$ cat src/include/pcs_defs.svh
`ifndef PCS_DEFS_SVH
`define PCS_DEFS_SVH

// ******************************
// xgmii control characters.
// ******************************
`define PCS_CHAR_IDLE   8'h07
`define PCS_CHAR_START  8'hFB
`define PCS_CHAR_TERM   8'hFD
`define PCS_CHAR_ERROR  8'hFE

// ******************************
// 64b/66b block type field.
// ******************************
`define PCS_BT_IDLE     8'h1E
`define PCS_BT_START0   8'h78
`define PCS_BT_TERM0    8'h87
`define PCS_BT_TERM1    8'h99
`define PCS_BT_TERM2    8'hAA
`define PCS_BT_TERM3    8'hB4
`define PCS_BT_TERM4    8'hCC
`define PCS_BT_TERM5    8'hD2
`define PCS_BT_TERM6    8'hE1
`define PCS_BT_TERM7    8'hFF

// 7-bit control codes inside a block.
`define PCS_CTRL_IDLE   7'h00
`define PCS_CTRL_ERROR  7'h1E

// hold-off ends when the top counter bit sets.
`define PCS_HOLDOFF_BITS 5

// taps for x^39 and x^58.
`define PCS_SCR_TAP_A   38
`define PCS_SCR_TAP_B   57

`endif
$ cat src/design/pcs_pkg.sv
package pcs_pkg;

  // ******************************
  // block classes from the decoder.
  // ******************************
  typedef enum logic [3:0] {
    CLS_DATA  = 4'd0,
    CLS_IDLE  = 4'd1,
    CLS_START = 4'd2,
    CLS_TERM  = 4'd3,
    CLS_ERROR = 4'd4
  } blk_class_e;

  // ******************************
  // 64-bit block payload.
  // ******************************

  // data block, lane 0 in the low byte.
  typedef logic [7:0][7:0] blk_data_t;

  // control block, type field sent first.
  typedef struct packed {
    logic [55:0] rest;
    logic [7:0]  btype;
  } blk_ctrl_t;

  // the same 64 bits seen either way.
  typedef union packed {
    blk_data_t data_view;
    blk_ctrl_t ctrl_view;
  } blk_payload_u;

endpackage

$ cat src/design/pcs_tx_top.sv
module pcs_tx_top
(
  input  logic        refclk_bufh,
  input  logic        gttxreset_txusrclk2,
  input  logic        in_valid,
  output logic        in_ready,
  input  logic [63:0] xgmii_txd,
  input  logic [7:0]  xgmii_txc,
  output logic        out_valid,
  input  logic        out_ready,
  output logic [1:0]  out_header,
  output logic [63:0] out_payload,
  output logic        tx_ready
);

  import pcs_pkg::*;

  logic         stall;
  logic         stage_en;
  logic         in_fire;
  logic         dec_valid;
  blk_class_e   dec_class;
  logic [2:0]   dec_term_lane;
  logic [63:0]  dec_txd;
  logic         enc_valid;
  logic [1:0]   enc_header;
  blk_payload_u enc_payload;

  // ******************************
  // pipeline control.
  // ******************************
  // whole pipe holds while the output waits.
  assign stall    = out_valid && !out_ready;
  assign stage_en = !stall;
  assign in_ready = tx_ready && !stall;
  assign in_fire  = in_valid && in_ready;

  pcs_reset_ctrl i_pcs_reset_ctrl
  (
    .refclk_bufh         (refclk_bufh),
    .gttxreset_txusrclk2 (gttxreset_txusrclk2),
    .tx_ready            (tx_ready)
  );

  xgmii_decode i_xgmii_decode
  (
    .refclk_bufh         (refclk_bufh),
    .gttxreset_txusrclk2 (gttxreset_txusrclk2),
    .enable              (stage_en),
    .in_valid            (in_fire),
    .xgmii_txd           (xgmii_txd),
    .xgmii_txc           (xgmii_txc),
    .dec_valid           (dec_valid),
    .dec_class           (dec_class),
    .dec_term_lane       (dec_term_lane),
    .dec_txd             (dec_txd)
  );

  block_encode i_block_encode
  (
    .refclk_bufh         (refclk_bufh),
    .gttxreset_txusrclk2 (gttxreset_txusrclk2),
    .enable              (stage_en),
    .dec_valid           (dec_valid),
    .dec_class           (dec_class),
    .dec_term_lane       (dec_term_lane),
    .dec_txd             (dec_txd),
    .enc_valid           (enc_valid),
    .enc_header          (enc_header),
    .enc_payload         (enc_payload)
  );

  tx_scrambler i_tx_scrambler
  (
    .refclk_bufh         (refclk_bufh),
    .gttxreset_txusrclk2 (gttxreset_txusrclk2),
    .enable              (stage_en),
    .enc_valid           (enc_valid),
    .enc_header          (enc_header),
    .enc_payload         (enc_payload),
    .out_valid           (out_valid),
    .out_header          (out_header),
    .out_payload         (out_payload)
  );

endmodule

$ cat src/design/tx_scrambler.sv
`include "pcs_defs.svh"

module tx_scrambler
(
  input  logic                  refclk_bufh,
  input  logic                  gttxreset_txusrclk2,
  input  logic                  enable,
  input  logic                  enc_valid,
  input  logic [1:0]            enc_header,
  input  pcs_pkg::blk_payload_u enc_payload,
  output logic                  out_valid,
  output logic [1:0]            out_header,
  output logic [63:0]           out_payload
);

  localparam int SCR_W = `PCS_SCR_TAP_B + 1;

  logic [SCR_W-1:0] scr_state;
  logic [SCR_W-1:0] scr_work;
  logic [SCR_W-1:0] scr_next;
  logic [63:0]      scr_payload;
  logic             load;

  assign load = enable && enc_valid;

  // ******************************
  // x^58 + x^39 + 1, lsb first.
  // ******************************
  always_comb
  begin
    scr_work = scr_state;
    for (int i = 0; i < 64; i++)
    begin
      scr_payload[i] = enc_payload[i] ^ scr_work[`PCS_SCR_TAP_A] ^
                       scr_work[`PCS_SCR_TAP_B];
      scr_work = {scr_work[SCR_W-2:0], scr_payload[i]};
    end
    scr_next = scr_work;
  end

  // state moves only with a loaded block.
  always_ff @(posedge refclk_bufh or posedge gttxreset_txusrclk2)
  begin
    if (gttxreset_txusrclk2)
    begin
      scr_state <= '1;
      out_valid <= 1'b0;
    end
    else if (enable)
    begin
      out_valid <= enc_valid;
      if (enc_valid)
      begin
        scr_state <= scr_next;
      end
    end
  end

  // output register, header unscrambled.
  always_ff @(posedge refclk_bufh)
  begin
    if (load)
    begin
      out_header  <= enc_header;
      out_payload <= scr_payload;
    end
  end

endmodule

$ cat src/design/block_encode.sv
`include "pcs_defs.svh"

module block_encode
(
  input  logic                  refclk_bufh,
  input  logic                  gttxreset_txusrclk2,
  input  logic                  enable,
  input  logic                  dec_valid,
  input  pcs_pkg::blk_class_e   dec_class,
  input  logic [2:0]            dec_term_lane,
  input  logic [63:0]           dec_txd,
  output logic                  enc_valid,
  output logic [1:0]            enc_header,
  output pcs_pkg::blk_payload_u enc_payload
);

  import pcs_pkg::*;

  localparam logic [1:0] HDR_DATA = 2'b01;
  localparam logic [1:0] HDR_CTRL = 2'b10;

  logic [1:0]   header_next;
  blk_payload_u payload_next;
  logic [7:0]   term_type;
  logic [55:0]  term_mask;
  logic [55:0]  idle_fill;
  logic [55:0]  error_fill;

  assign idle_fill  = {8{`PCS_CTRL_IDLE}};
  assign error_fill = {8{`PCS_CTRL_ERROR}};

  // data bytes below the terminate lane.
  assign term_mask = (56'h1 << (8 * dec_term_lane)) - 56'h1;

  always_comb
  begin
    case (dec_term_lane)
      3'd0: term_type = `PCS_BT_TERM0;
      3'd1: term_type = `PCS_BT_TERM1;
      3'd2: term_type = `PCS_BT_TERM2;
      3'd3: term_type = `PCS_BT_TERM3;
      3'd4: term_type = `PCS_BT_TERM4;
      3'd5: term_type = `PCS_BT_TERM5;
      3'd6: term_type = `PCS_BT_TERM6;
      default: term_type = `PCS_BT_TERM7;
    endcase
  end

  // ******************************
  // block assembly.
  // ******************************
  always_comb
  begin
    header_next  = HDR_CTRL;
    payload_next = '0;
    case (dec_class)
      CLS_DATA:
      begin
        header_next = HDR_DATA;
        for (int i = 0; i < 8; i++)
        begin
          payload_next.data_view[i] = dec_txd[8*i +: 8];
        end
      end
      CLS_IDLE:
      begin
        payload_next.ctrl_view.btype = `PCS_BT_IDLE;
        payload_next.ctrl_view.rest  = idle_fill;
      end
      CLS_START:
      begin
        // lane 0 start char replaced by the type.
        payload_next.ctrl_view.btype = `PCS_BT_START0;
        payload_next.ctrl_view.rest  = dec_txd[63:8];
      end
      CLS_TERM:
      begin
        payload_next.ctrl_view.btype = term_type;
        payload_next.ctrl_view.rest  = (dec_txd[55:0] & term_mask) |
                                       (idle_fill & ~term_mask);
      end
      default:
      begin
        payload_next.ctrl_view.btype = `PCS_BT_IDLE;
        payload_next.ctrl_view.rest  = error_fill;
      end
    endcase
  end

  always_ff @(posedge refclk_bufh or posedge gttxreset_txusrclk2)
  begin
    if (gttxreset_txusrclk2)
    begin
      enc_valid <= 1'b0;
    end
    else if (enable)
    begin
      enc_valid <= dec_valid;
    end
  end

  always_ff @(posedge refclk_bufh)
  begin
    if (enable)
    begin
      enc_header  <= header_next;
      enc_payload <= payload_next;
    end
  end

endmodule

$ cat src/design/xgmii_decode.sv
`include "pcs_defs.svh"

module xgmii_decode
(
  input  logic                refclk_bufh,
  input  logic                gttxreset_txusrclk2,
  input  logic                enable,
  input  logic                in_valid,
  input  logic [63:0]         xgmii_txd,
  input  logic [7:0]          xgmii_txc,
  output logic                dec_valid,
  output pcs_pkg::blk_class_e dec_class,
  output logic [2:0]          dec_term_lane,
  output logic [63:0]         dec_txd
);

  import pcs_pkg::*;

  logic [7:0] lane_idle;
  logic [7:0] lane_term;
  logic [7:0] term_ok;
  blk_class_e class_next;
  logic [2:0] lane_next;

  // per-lane character match.
  always_comb
  begin
    for (int i = 0; i < 8; i++)
    begin
      lane_idle[i] = (xgmii_txd[8*i +: 8] == `PCS_CHAR_IDLE);
      lane_term[i] = (xgmii_txd[8*i +: 8] == `PCS_CHAR_TERM);
    end
  end

  // terminate in lane k.
  // control from k upward, idles above it.
  always_comb
  begin
    for (int k = 0; k < 8; k++)
    begin
      term_ok[k] = (xgmii_txc == (8'hFF << k)) && lane_term[k] &&
                   (&(lane_idle | ~(8'hFE << k)));
    end
  end

  // ******************************
  // word classification.
  // ******************************
  always_comb
  begin
    class_next = CLS_ERROR;
    lane_next  = 3'd0;
    if (xgmii_txc == 8'h00)
    begin
      class_next = CLS_DATA;
    end
    else if ((xgmii_txc == 8'hFF) && (&lane_idle))
    begin
      class_next = CLS_IDLE;
    end
    else if ((xgmii_txc == 8'h01) && (xgmii_txd[7:0] == `PCS_CHAR_START))
    begin
      class_next = CLS_START;
    end
    else
    begin
      for (int k = 0; k < 8; k++)
      begin
        if (term_ok[k])
        begin
          class_next = CLS_TERM;
          lane_next  = 3'(k);
        end
      end
    end
  end

  always_ff @(posedge refclk_bufh or posedge gttxreset_txusrclk2)
  begin
    if (gttxreset_txusrclk2)
    begin
      dec_valid <= 1'b0;
    end
    else if (enable)
    begin
      dec_valid <= in_valid;
    end
  end

  // payload side.
  always_ff @(posedge refclk_bufh)
  begin
    if (enable)
    begin
      dec_class     <= class_next;
      dec_term_lane <= lane_next;
      dec_txd       <= xgmii_txd;
    end
  end

endmodule

$ cat src/design/pcs_reset_ctrl.sv
`include "pcs_defs.svh"

module pcs_reset_ctrl
(
  input  logic refclk_bufh,
  input  logic gttxreset_txusrclk2,
  output logic tx_ready
);

  localparam int CNT_W = `PCS_HOLDOFF_BITS;

  logic [CNT_W-1:0] holdoff_cnt;
  logic             holdoff_done;

  assign holdoff_done = holdoff_cnt[CNT_W-1];

  // count up after reset, stop once the top bit sets.
  always_ff @(posedge refclk_bufh or posedge gttxreset_txusrclk2)
  begin
    if (gttxreset_txusrclk2)
    begin
      holdoff_cnt <= '0;
    end
    else if (!holdoff_done)
    begin
      holdoff_cnt <= holdoff_cnt + 1'b1;
    end
  end

  // ready one edge after the hold-off.
  always_ff @(posedge refclk_bufh or posedge gttxreset_txusrclk2)
  begin
    if (gttxreset_txusrclk2)
    begin
      tx_ready <= 1'b0;
    end
    else if (holdoff_done)
    begin
      tx_ready <= 1'b1;
    end
  end

endmodule

$ cat config.mk
export PLATFORM = sky130hd
export DESIGN_NAME = pcs_tx_top
export DESIGN_NICKNAME = d
export VERILOG_FILES = /design/src/design/pcs_pkg.sv /design/src/design/pcs_tx_top.sv /design/src/design/tx_scrambler.sv /design/src/design/block_encode.sv /design/src/design/xgmii_decode.sv /design/src/design/pcs_reset_ctrl.sv
export VERILOG_INCLUDE_DIRS = /design/src /design/src/include
export SDC_FILE = /design/constraint.sdc
export NUM_CORES = 1
export LEC_CHECK = 0
export BUFFER_PORTS_ARGS = -buffer_cell sky130_fd_sc_hd__buf_2
export CAP_MARGIN = 20
export CORE_MARGIN = 8
export CORE_UTILIZATION = 45
export DETAILED_ROUTE_END_ITERATION = 8
export PLACE_DENSITY = 0.74
export SETUP_SLACK_MARGIN = 0.2
export SLEW_MARGIN = 20
export SYNTH_ARGS = -nofsm -noshare
export SYNTH_HDL_FRONTEND = slang
export SYNTH_SLANG_ARGS = --single-unit
$ cat constraint.sdc
create_clock -name refclk_bufh -period 23.3 [get_ports refclk_bufh]
set_input_delay 1.165 -clock refclk_bufh [delete_from_list [all_inputs] [get_ports refclk_bufh]]
set_output_delay 1.165 -clock refclk_bufh [all_outputs]
set_load 0.02 [all_outputs]
==> results of run 1 <==
[flip-flops by register name, summed over array words and instances (netlist names)]
register                      cells
i_block_encode.enc_header         2
i_block_encode.enc_payload       64
i_block_encode.enc_valid          1
i_pcs_reset_ctrl.holdoff_cnt      5
i_pcs_reset_ctrl.tx_ready         1
i_tx_scrambler.out_header         2
i_tx_scrambler.out_payload       64
i_tx_scrambler.out_valid          1
i_tx_scrambler.scr_state         58
i_xgmii_decode.dec_class          3
i_xgmii_decode.dec_term_lane      3
i_xgmii_decode.dec_txd           64
i_xgmii_decode.dec_valid          1
[per-layer routing]
layer	up-vias	GRT usage (%)	share of wire, %
met5	-	0	0.096
met4	4	6.040	3.4
met3	59	4.209	8.3
met2	304	24.97	44
met1	3279	23.05	45
li1	3170	-	-
[per-stage QoR]
stage	hold WS, ns	std cells	area, µm²	worst slack [ns]
3_5_place_dp	0.4168	1228	12470	19.17
2_1_floorplan	0.4003	777	11390	14.28
3_3_place_gp	0.4137	1227	12460	19.28
5_1_grt	0.4404	1277	13310	19.52
4_1_cts	0.4175	1277	13310	19.73
6_report	0.4187	1277	13310	19.80
[critical path: cells and delay by family]
family                 cells  cell delay [ns]
muxes                      1             0.39
buffers and inverters      4             1.64
and+or+nand+nor            2             0.67
[how the worst max path moves through the flow]
stage | startpoint | end | slack (ns)
global route | out_ready | i_tx_scrambler.scr_state[5] | 19.52
global placement | out_ready | i_tx_scrambler.scr_state[4] | 19.28
finish | out_ready | i_tx_scrambler.scr_state[4] | 19.80
floorplan | out_ready | i_tx_scrambler.out_header[0] | 14.28
detailed placement | out_ready | i_tx_scrambler.scr_state[3] | 19.17
CTS | out_ready | i_tx_scrambler.scr_state[4] | 19.73
[synthesized netlist by cell type (3+ instances only)]
| cell type | count | area share (%) |
|---|---|---|
| a22o_1 | 19 | 1.5 |
| nor3_1 | 10 | 0.44 |
| or2_2 | 3 | 0.16 |
| a21oi_1 | 17 | 0.75 |
| edfxtp_1 | 202 | 53 |
| o21ai_0 | 11 | 0.48 |
| nand3_1 | 16 | 0.70 |
| dfstp_2 | 58 | 13 |
| nand2b_1 | 7 | 0.38 |
| o21bai_1 | 3 | 0.20 |
| or4_1 | 3 | 0.20 |
| nor4_1 | 8 | 0.44 |
| nor4bb_1 | 3 | 0.26 |
| a21o_1 | 3 | 0.20 |
| nor2_1 | 20 | 0.66 |
| dfrtp_1 | 9 | 2.0 |
| xnor2_1 | 117 | 9.0 |
| nand4_1 | 12 | 0.66 |
| and2_1 | 3 | 0.16 |
| or3_1 | 4 | 0.22 |
| clkbuf_1 | 29 | 0.96 |
| nand4b_1 | 5 | 0.38 |
| nand2_1 | 82 | 2.7 |
| ha_1 | 3 | 0.33 |
| or4b_1 | 3 | 0.26 |
| inv_1 | 13 | 0.43 |
| a221o_1 | 24 | 2.1 |
| and3_1 | 3 | 0.16 |
| xor2_1 | 19 | 1.5 |
| nor4b_1 | 3 | 0.23 |
| mux2_2 | 40 | 4.0 |
[cell families (layout without fill, tap and decap cells)]
kind of cell | after synthesis | in the layout | synth area share (%)
buf+inv | 43 | 213 | 1.418
simple gates | 195 | 195 | 9.000
mux | 41 | 41 | 4.044
compound gates | 90 | 90 | 6.110
xor+xnor | 136 | 136 | 10.46
flops | 269 | 269 | 68.64
fa+ha+maj | 3 | 3 | 0.3297
[power by group through the flow]
stage	sequential, W	combinational (W)	clock (W)
finish	0.000870	0.000636	0.000406
global route	0.000887	0.000695	0.000434
CTS	0.000872	0.000649	0.000415
detailed placement	0.000879	0.000647	0
global placement	0.000875	0.000631	0
floorplan	0.000937	0.000389	0
[final cells by class]
| type | instances | share of cell area [%] |
|---|---|---|
| clock buffer | 36 | 5.708 |
| timing repair buffer | 150 | 5.755 |
| clock inverter | 13 | 0.6018 |
| tap | 330 | 3.103 |
| sequential | 269 | 58.73 |
| multi-input combinational | 465 | 25.70 |
| inverter | 14 | 0.4043 |
==> metrics.yaml, run 1 <==
clocking:
  htree_levels: 1
  cts.clk_slew.worst_paths_ns: 0.07
  cts_setup_buffers: 0
  cts_num_sinks: 269
  ctsHoldBuffers: 0
  clockRootBuffer: "clkbuf_16"
  cts_tree: "done"
  cts_resized: 0
  clockBufferDepth: 3
  insertion_delay_ns: 0.52
  numCtsBuffers: 27
logic_synthesis:
  async_flop_share_pct: 24.91
  synth_warnings: 0
  synthCells: 777
  ys_types: 49
  synth_area_um2: 11390
  syn-num-nets: 856
  yosysSeqAreaShare_pct: 68.64
  ys.flop_type: "edfxtp_1"
  ys_seq_elements: 269
  synth_enable_flop_cells: 202
  syn_avg_cell_area_um2: 14.65
pwr:
  pwr-share-seq_pct: 45.5
  power_switching_w: 0.0006560
  peakVddDrop_mv: 0.1142
  p_total_w: 0.001912
  intPower_w: 0.001256
  p_comb_share_pct: 33.2
  switching_share_pct: 34.31
  p_leak_nw: 4.832
  clkPwrFrac_pct: 21.2
  p_per_area_nw_per_um2: 143.7
outcome:
  status: "finished clean"
grt:
  grt_overflow_total: 0
  antenna_found_initial: 3
  track_usage_pct: 16.63
  grt_pass1_vias: 6960
  grt_max_degree: 87
  grt_first_pass_wirelength_mm: 39.68
critical_path:
  r2r_start: "i_tx_scrambler.out_valid"
  required_ns: 23.75
  endpoint_kind: "flop"
  path_cells: "buf_2, nand2b_4, nand2_2, buf_4, clkinv_2, buf_4, mux2_2"
  critPathSlowestCell: "buf_4"
  crit_fanout: 72
  critical_path_arrival_ns: 3.95
  critical_path.max_stage_delay_ns: 0.56
  regToRegSetupSlack_ns: 20.21
  reg2reg_depth: 6
  cp-start-kind: "primary input"
  rr_endpoint: "i_tx_scrambler.scr_state[4]"
  criticalPathCategory: "in2reg"
  cpMostUsedCell: "buf_4"
floorplan:
  die_h_um: 175.1
  core_um2: 25040
  initial_core_util_pct: 45.48
  die_area_um2: 30650
  die_w_um: 175.1
  row_count: 58
  ioPinCount: 145
final_layout:
  layout_common_cells: "edfxtp_1 (202), buf_2 (144), xnor2_1 (117), nand2_1 (81), dfstp_2 (58)"
  syn_to_final_growth_pct: 16.87
  fillers: 2087
  multi_input_area_um2: 3420
  final_layout_size_suffix_gt1_share_pct: 32.10
  register_area_um2: 7815
  diodes: 0
  final_common_cell: "edfxtp_1"
  final_util_pct: 53.15
  fin_nets: 1006
hold_path:
  holdPathEnd: "i_tx_scrambler.out_header[1]"
  holdPathStages: 0
  hold_start: "i_block_encode.enc_header[1]"
  hold_class: "reg2reg"
sta:
  fmax_ghz: 0.2855
  setup_violations: 0
  finalCriticalPeriod_ns: 3.503
  grt_setup_unrepaired: "no"
  slew_headroom_pct: 31.53
  final_hold_viol_count: 0
  worstMarginPinSlew_ns: 1.027
  clock-skew-final_ns: 0.01102
  fin_crit_sh_pct: 15.03
  drv_slew: 0
  tns_ns: 0
placement:
  hpwl_mm: 19.27
  portBuffers: 144
  gp_routability_congestion: 0.9118
routing:
  drt_wl_total_mm: 25.95
  post-route-drc-count: 0
  routedWlPerCell_um: 20.32
  num_vias: 6816
  drtIter0Drc: 499
  vias_per_cell: 5.338
  ant_nets: 0
  first_pass_iters: 5
flow_run:
  drv_cap: 0
No activity file was read; power rests on OpenSTA's default activity.
==> inputs of run 2 (changes only) <==
- clock period: 23.3 -> 3.5 ns (I/O delays scaled with it)
==> run 2 against run 1 <==
  * Clock power rose to 7.1 times the previous value
  * First-iteration DRC count rose by 18%
  * Worst setup slack got worse by 19 ns
  * Global-route usage rose by 0.85 points
  * Register-to-register slack got worse by 19 ns
  * Combinational power rose to 6.9 times the previous value
  * Design area rose by 5.7%
  * Total power rose to 6.8 times the previous value
  * Critical path type unchanged
  * Critical endpoint is now i_xgmii_decode.dec_class[2]
  * Largest power group unchanged
==> metrics.yaml, run 2 (synthesis results as in run 1) <==
critical_path:
  critical_path_arrival_ns: 2.49
  criticalPathCategory: "in2reg"
  endpoint_kind: "flop"
  crit_fanout: 3
  required_ns: 3.78
  cp-start-kind: "primary input"
pwr:
  p_per_area_nw_per_um2: 925.9
  p_comb_share_pct: 33.4
  intPower_w: 0.008603
  power_switching_w: 0.004421
  peakVddDrop_mv: 0.6669
  clkPwrFrac_pct: 22.0
  p_leak_nw: 5.161
  pwr-share-seq_pct: 44.5
  switching_share_pct: 33.94
final_layout:
  layout_common_cells: "edfxtp_1 (202), buf_2 (144), xnor2_1 (117), nand2_1 (81), dlygate4sd3_1 (66)"
  diodes: 0
  final_layout_size_suffix_gt1_share_pct: 29.79
  syn_to_final_growth_pct: 23.54
  fillers: 2004
  final_cells: 1347
  fin_nets: 1075
  reg_top3: "i_block_encode.enc_payload: 64 flops, i_tx_scrambler.out_payload: 64 flops, i_xgmii_decode.dec_txd: 64 flops"
  multi_input_area_um2: 3420
  final_common_cell: "edfxtp_1"
  final_util_pct: 56.18
  register_area_um2: 7815
placement:
  place_ws_ns: 1.332
  gp_routability_congestion: 0.9287
  portBuffers: 144
  dp.cells: 1230
  hpwl_mm: 19.89
sta:
  fin_crit_sh_pct: 63.05
  finalCriticalPeriod_ns: 2.207
  setup_violations: 0
  hold_ws_ns: 0.1563
  slew_headroom_pct: 41.33
  finalWorstSetupSlack_ns: 1.293
  clock-skew-final_ns: 0.01318
  fmax_ghz: 0.4531
  drv_slew: 0
  tns_ns: 0
  final_hold_viol_count: 0
  worstMarginPinSlew_ns: 0.8800
  grt_setup_unrepaired: "no"
grt:
  track_usage_pct: 17.48
  grt_overflow_total: 0
  antenna_found_initial: 0
  grt_pass1_vias: 7080
  grt_first_pass_wirelength_mm: 41.84
  grt_max_degree: 142
routing:
  drt_wl_total_mm: 27.49
  post-route-drc-count: 0
  drtIter0Drc: 591
  num_vias: 7070
  vias_per_cell: 5.249
  ant_nets: 0
  first_pass_iters: 5
  routedWlPerCell_um: 20.41
clocking:
  insertion_delay_ns: 0.54
  cts.clk_slew.worst_paths_ns: 0.06
  clockRootBuffer: "clkbuf_16"
  numCtsBuffers: 28
  htree_levels: 1
  cts_tree: "done"
  cts_num_sinks: 269
  cts_resized: 0
  clockBufferDepth: 3
floorplan:
  die_w_um: 175.1
  die_area_um2: 30650
  initial_core_util_pct: 45.48
  core_um2: 25040
  die_h_um: 175.1
  ioPinCount: 145
  row_count: 58
hold_path:
  hold_class: "in2reg"
flow_run:
  drv_cap: 0
outcome:
  status: "finished clean"
run 2: cell count changes in the layout (fill, tap and decap cells not counted), sizes merged:
cell         change
buf              +2
inv              -2
bufinv           +2
dlygate4sd3     +66
clkinvlp         -3
clkinv           +5
run 2: path summary, 6_finish.rpt:
kind / start / to / slack (ns) / depth (start not counted)
max: xgmii_txd[20] / i_xgmii_decode.dec_class[2] / 1.29 / 7
min: xgmii_txc[7] / i_xgmii_decode.dec_class[2] / 0.16 / 3
max reg2reg: i_xgmii_decode.dec_term_lane[0] / i_block_encode.enc_payload[51] / 1.32 / 4
min reg2reg: i_block_encode.enc_header[0] / i_tx_scrambler.out_header[0] / 0.42 / 0
max in group asynchronous: gttxreset_txusrclk2 / i_xgmii_decode.dec_valid / 2.51 / 4
min in group asynchronous: gttxreset_txusrclk2 / i_tx_scrambler.out_valid / 0.44 / 4
run 2: per-layer routing:
| layer | GRT usage (%) | vias up | part of all wire, % | routed length, µm |
|---|---|---|---|---|
| met3 | 3.669 | 55 | 7.1 | 1946 |
| met1 | 23.25 | 3376 | 44 | 11980 |
| li1 | - | 3324 | - | - |
| met2 | 28.42 | 315 | 47 | 12930 |
| met5 | 0 | - | 0 | 0 |
| met4 | 5.263 | 0 | 2.3 | 640 |
run 2: power by group through the flow:
stage	logic [W]	clock network, W	registers (W)
finish	0.00436	0.00287	0.00580
detailed placement	0.00437	0	0.00586
global placement	0.00432	0	0.00582
floorplan	0.00259	0	0.00617
CTS	0.00444	0.00293	0.00581
global route	0.00475	0.00305	0.00591
run 2: metrics by stage:
stage | total power (W) | cell area (µm²)
2_1_floorplan | 0.008759 | 11400
3_3_place_gp | 0.01014 | 12510
3_5_place_dp | 0.01023 | 12510
4_1_cts | 0.01318 | 14070
5_1_grt | 0.01371 | 14070
6_report | 0.01302 | 14070
run 2: cell type report:
| class | instances | share of cell area, % |
|---|---|---|
| inverters | 14 | 0.3825 |
| multi-input cells | 465 | 24.31 |
| repair buffers | 218 | 10.43 |
| flip-flops and latches | 269 | 55.56 |
| clock inverters | 15 | 0.8984 |
| clock buffers | 36 | 5.488 |
| well taps | 330 | 2.935 |
run 2: critical path: stages:
cell	delay [ns]
dlygate4sd3_1	0.54
buf_2	0.14
or4b_1	0.50
or4_4	0.53
nor4_4	0.25
nand4_1	0.16
o2111a_1	0.19
run 2: repair_timing:
action | CTS | global route
hold buffers | 66 | 0
setup buffers | 0 | 0
endpoints found under the hold margin | 74 | 0
==> inputs of run 3 (changes only) <==
- PLACE_DENSITY: 0.74 -> 0.76
- clock period: 3.5 -> 1.9 ns (I/O delays scaled with it)
==> run 3 against run 2 <==
  * Global-route usage is 0.62 points higher
  * Register-to-register slack worse by 1.2 ns
  * Count of clock-buffer cells in the layout decreased by 8
  * Clock power grew 110%
  * Critical path type is now reg2reg
  * Critical endpoint is now i_block_encode.enc_payload[52]
  * Largest cell class unchanged
==> metrics.yaml, run 3 (synthesis results as in run 1) <==
final_layout:
  final_layout_size_suffix_gt1_share_pct: 38.30
  fillers: 1857
  reg_top3: "i_block_encode.enc_payload: 64 flops, i_tx_scrambler.out_payload: 64 flops, i_xgmii_decode.dec_txd: 64 flops"
  syn_to_final_growth_pct: 33.15
  final_util_pct: 60.55
  diodes: 0
  fin_nets: 1140
  final_area_um2: 15160
  layout_common_cells: "edfxtp_1 (202), buf_2 (140), xnor2_1 (108), nand2_1 (71), dlygate4sd3_1 (63)"
  final_common_cell: "edfxtp_1"
floorplan:
  initial_core_util_pct: 45.48
  row_count: 58
  ioPinCount: 145
  die_w_um: 175.1
  die_h_um: 175.1
  core_um2: 25040
  die_area_um2: 30650
outcome:
  status: "finished clean"
pwr:
  peakVddDrop_mv: 0.9418
  p_per_area_nw_per_um2: 1717
  power_switching_w: 0.008548
  intPower_w: 0.01748
  clkPwrFrac_pct: 23.6
  p_leak_nw: 5.772
  switching_share_pct: 32.84
  p_comb_share_pct: 35.6
  pwr-share-seq_pct: 40.8
  p_total_w: 0.02603
clocking:
  htree_levels: 1
  numCtsBuffers: 26
  cts.clk_slew.worst_paths_ns: 0.06
  insertion_delay_ns: 0.52
  cts_num_sinks: 269
  cts_tree: "done"
  clockBufferDepth: 3
  clockRootBuffer: "clkbuf_16"
grt:
  grt_pass1_vias: 7642
  grt_first_pass_wirelength_mm: 43.33
  antenna_found_initial: 0
  grt_overflow_total: 0
  track_usage_pct: 18.11
  grt_max_degree: 68
sta:
  drv_slew: 0
  fin_crit_sh_pct: 94.31
  final_hold_viol_count: 0
  grt_setup_unrepaired: "yes"
  finalWorstSetupSlack_ns: 0.1080
  slew_headroom_pct: 65.27
  fmax_ghz: 0.5580
  clock-skew-final_ns: 0.01033
  setup_violations: 0
  worstMarginPinSlew_ns: 0.5166
  hold_ws_ns: 0.04182
  finalCriticalPeriod_ns: 1.792
critical_path:
  critPathSlowestCell: "or3_4"
  path_cells: "or3_4, ha_4, and3_4, a221o_1"
  critPathTopFamily: "simple AND/OR/NAND/NOR gates"
  crit_fanout: 7
  critical_path_arrival_ns: 2.06
  criticalPathCategory: "reg2reg"
  required_ns: 2.16
  cp-start-kind: "flop"
  critical_path.max_stage_delay_ns: 0.43
  endpoint_kind: "flop"
  path_buf_inv: 0
routing:
  routedWlPerCell_um: 20.86
  first_pass_iters: 5
  post-route-drc-count: 0
  num_vias: 7538
  ant_nets: 0
  drt_wl_total_mm: 29.43
  vias_per_cell: 5.342
  drtIter0Drc: 504
placement:
  place_ws_ns: -0.2649
  gp_routability_congestion: 0.9202
  place_area_um2: 12940
  hpwl_mm: 20.37
  portBuffers: 144
flow_run:
  drv_cap: 0
hold_path:
  hold_class: "in2async"
run 3: worst paths after layout:
| check | slack, ns | cells after the start | startpoint | end |
|---|---|---|---|---|
| max | 0.11 | 4 | i_xgmii_decode.dec_term_lane[1] | i_block_encode.enc_payload[52] |
| min | 0.04 | 3 | gttxreset_txusrclk2 | i_pcs_reset_ctrl.holdoff_cnt[0] |
| max reg2reg | 0.11 | 4 | i_xgmii_decode.dec_term_lane[1] | i_block_encode.enc_payload[52] |
| min reg2reg | 0.42 | 0 | i_block_encode.enc_header[1] | i_tx_scrambler.out_header[1] |
| max in group asynchronous | 1.05 | 4 | gttxreset_txusrclk2 | i_tx_scrambler.scr_state[52] |
| min in group refclk_bufh | 0.06 | 3 | xgmii_txd[10] | i_xgmii_decode.dec_txd[10] |
run 3: stage by stage:
step / setup TNS, ns / std cells
2_1_floorplan: -0.9053 / 777
3_3_place_gp: -0.8260 / 1274
3_5_place_dp: -1.193 / 1274
4_1_cts: 0 / 1392
5_1_grt: 0 / 1411
6_report: 0 / 1411
run 3: per-layer routing:
layer	wire (µm)	up-vias	GRT usage (%)
li1	-	3458	-
met1	12310	3609	23.51
met2	13860	393	29.55
met3	2102	78	3.777
met4	1150	0	6.676
met5	0	-	0
run 3: layout make-up:
type                       instances  area (µm²)  share of cell area, %
clock buffer                      28       679.4                  4.481
clock inverter                    20       355.3                  2.344
inverter                          14       65.06                 0.4291
multi-input combinational        465        3702                  24.42
sequential                       269        7816                  51.56
tap                              330       412.9                  2.723
timing repair buffer             285        2130                  14.05
run 3: timing repair:
item                                    CTS  global route
endpoints found under the setup margin   32            53
resized for setup                        18            45
buffers inserted                          2            14
hold endpoints to repair                 74             5
cloned                                    2             0
hold buffers                             66             5
pin swaps                                 3            26
run 3: power by group through the flow:
| stage | sequential, W | combinational, W | clock (W) |
|---|---|---|---|
| CTS | 0.0106 | 0.00900 | 0.00623 |
| floorplan | 0.0114 | 0.00504 | 0 |
| finish | 0.0106 | 0.00927 | 0.00613 |
| detailed placement | 0.0107 | 0.00862 | 0 |
| global route | 0.0108 | 0.0101 | 0.00644 |
| global placement | 0.0106 | 0.00851 | 0 |
run 3: worst min-delay path: cells and delay by family:
family,cells,cell delay [ns]
buffers and inverters,3,0.84
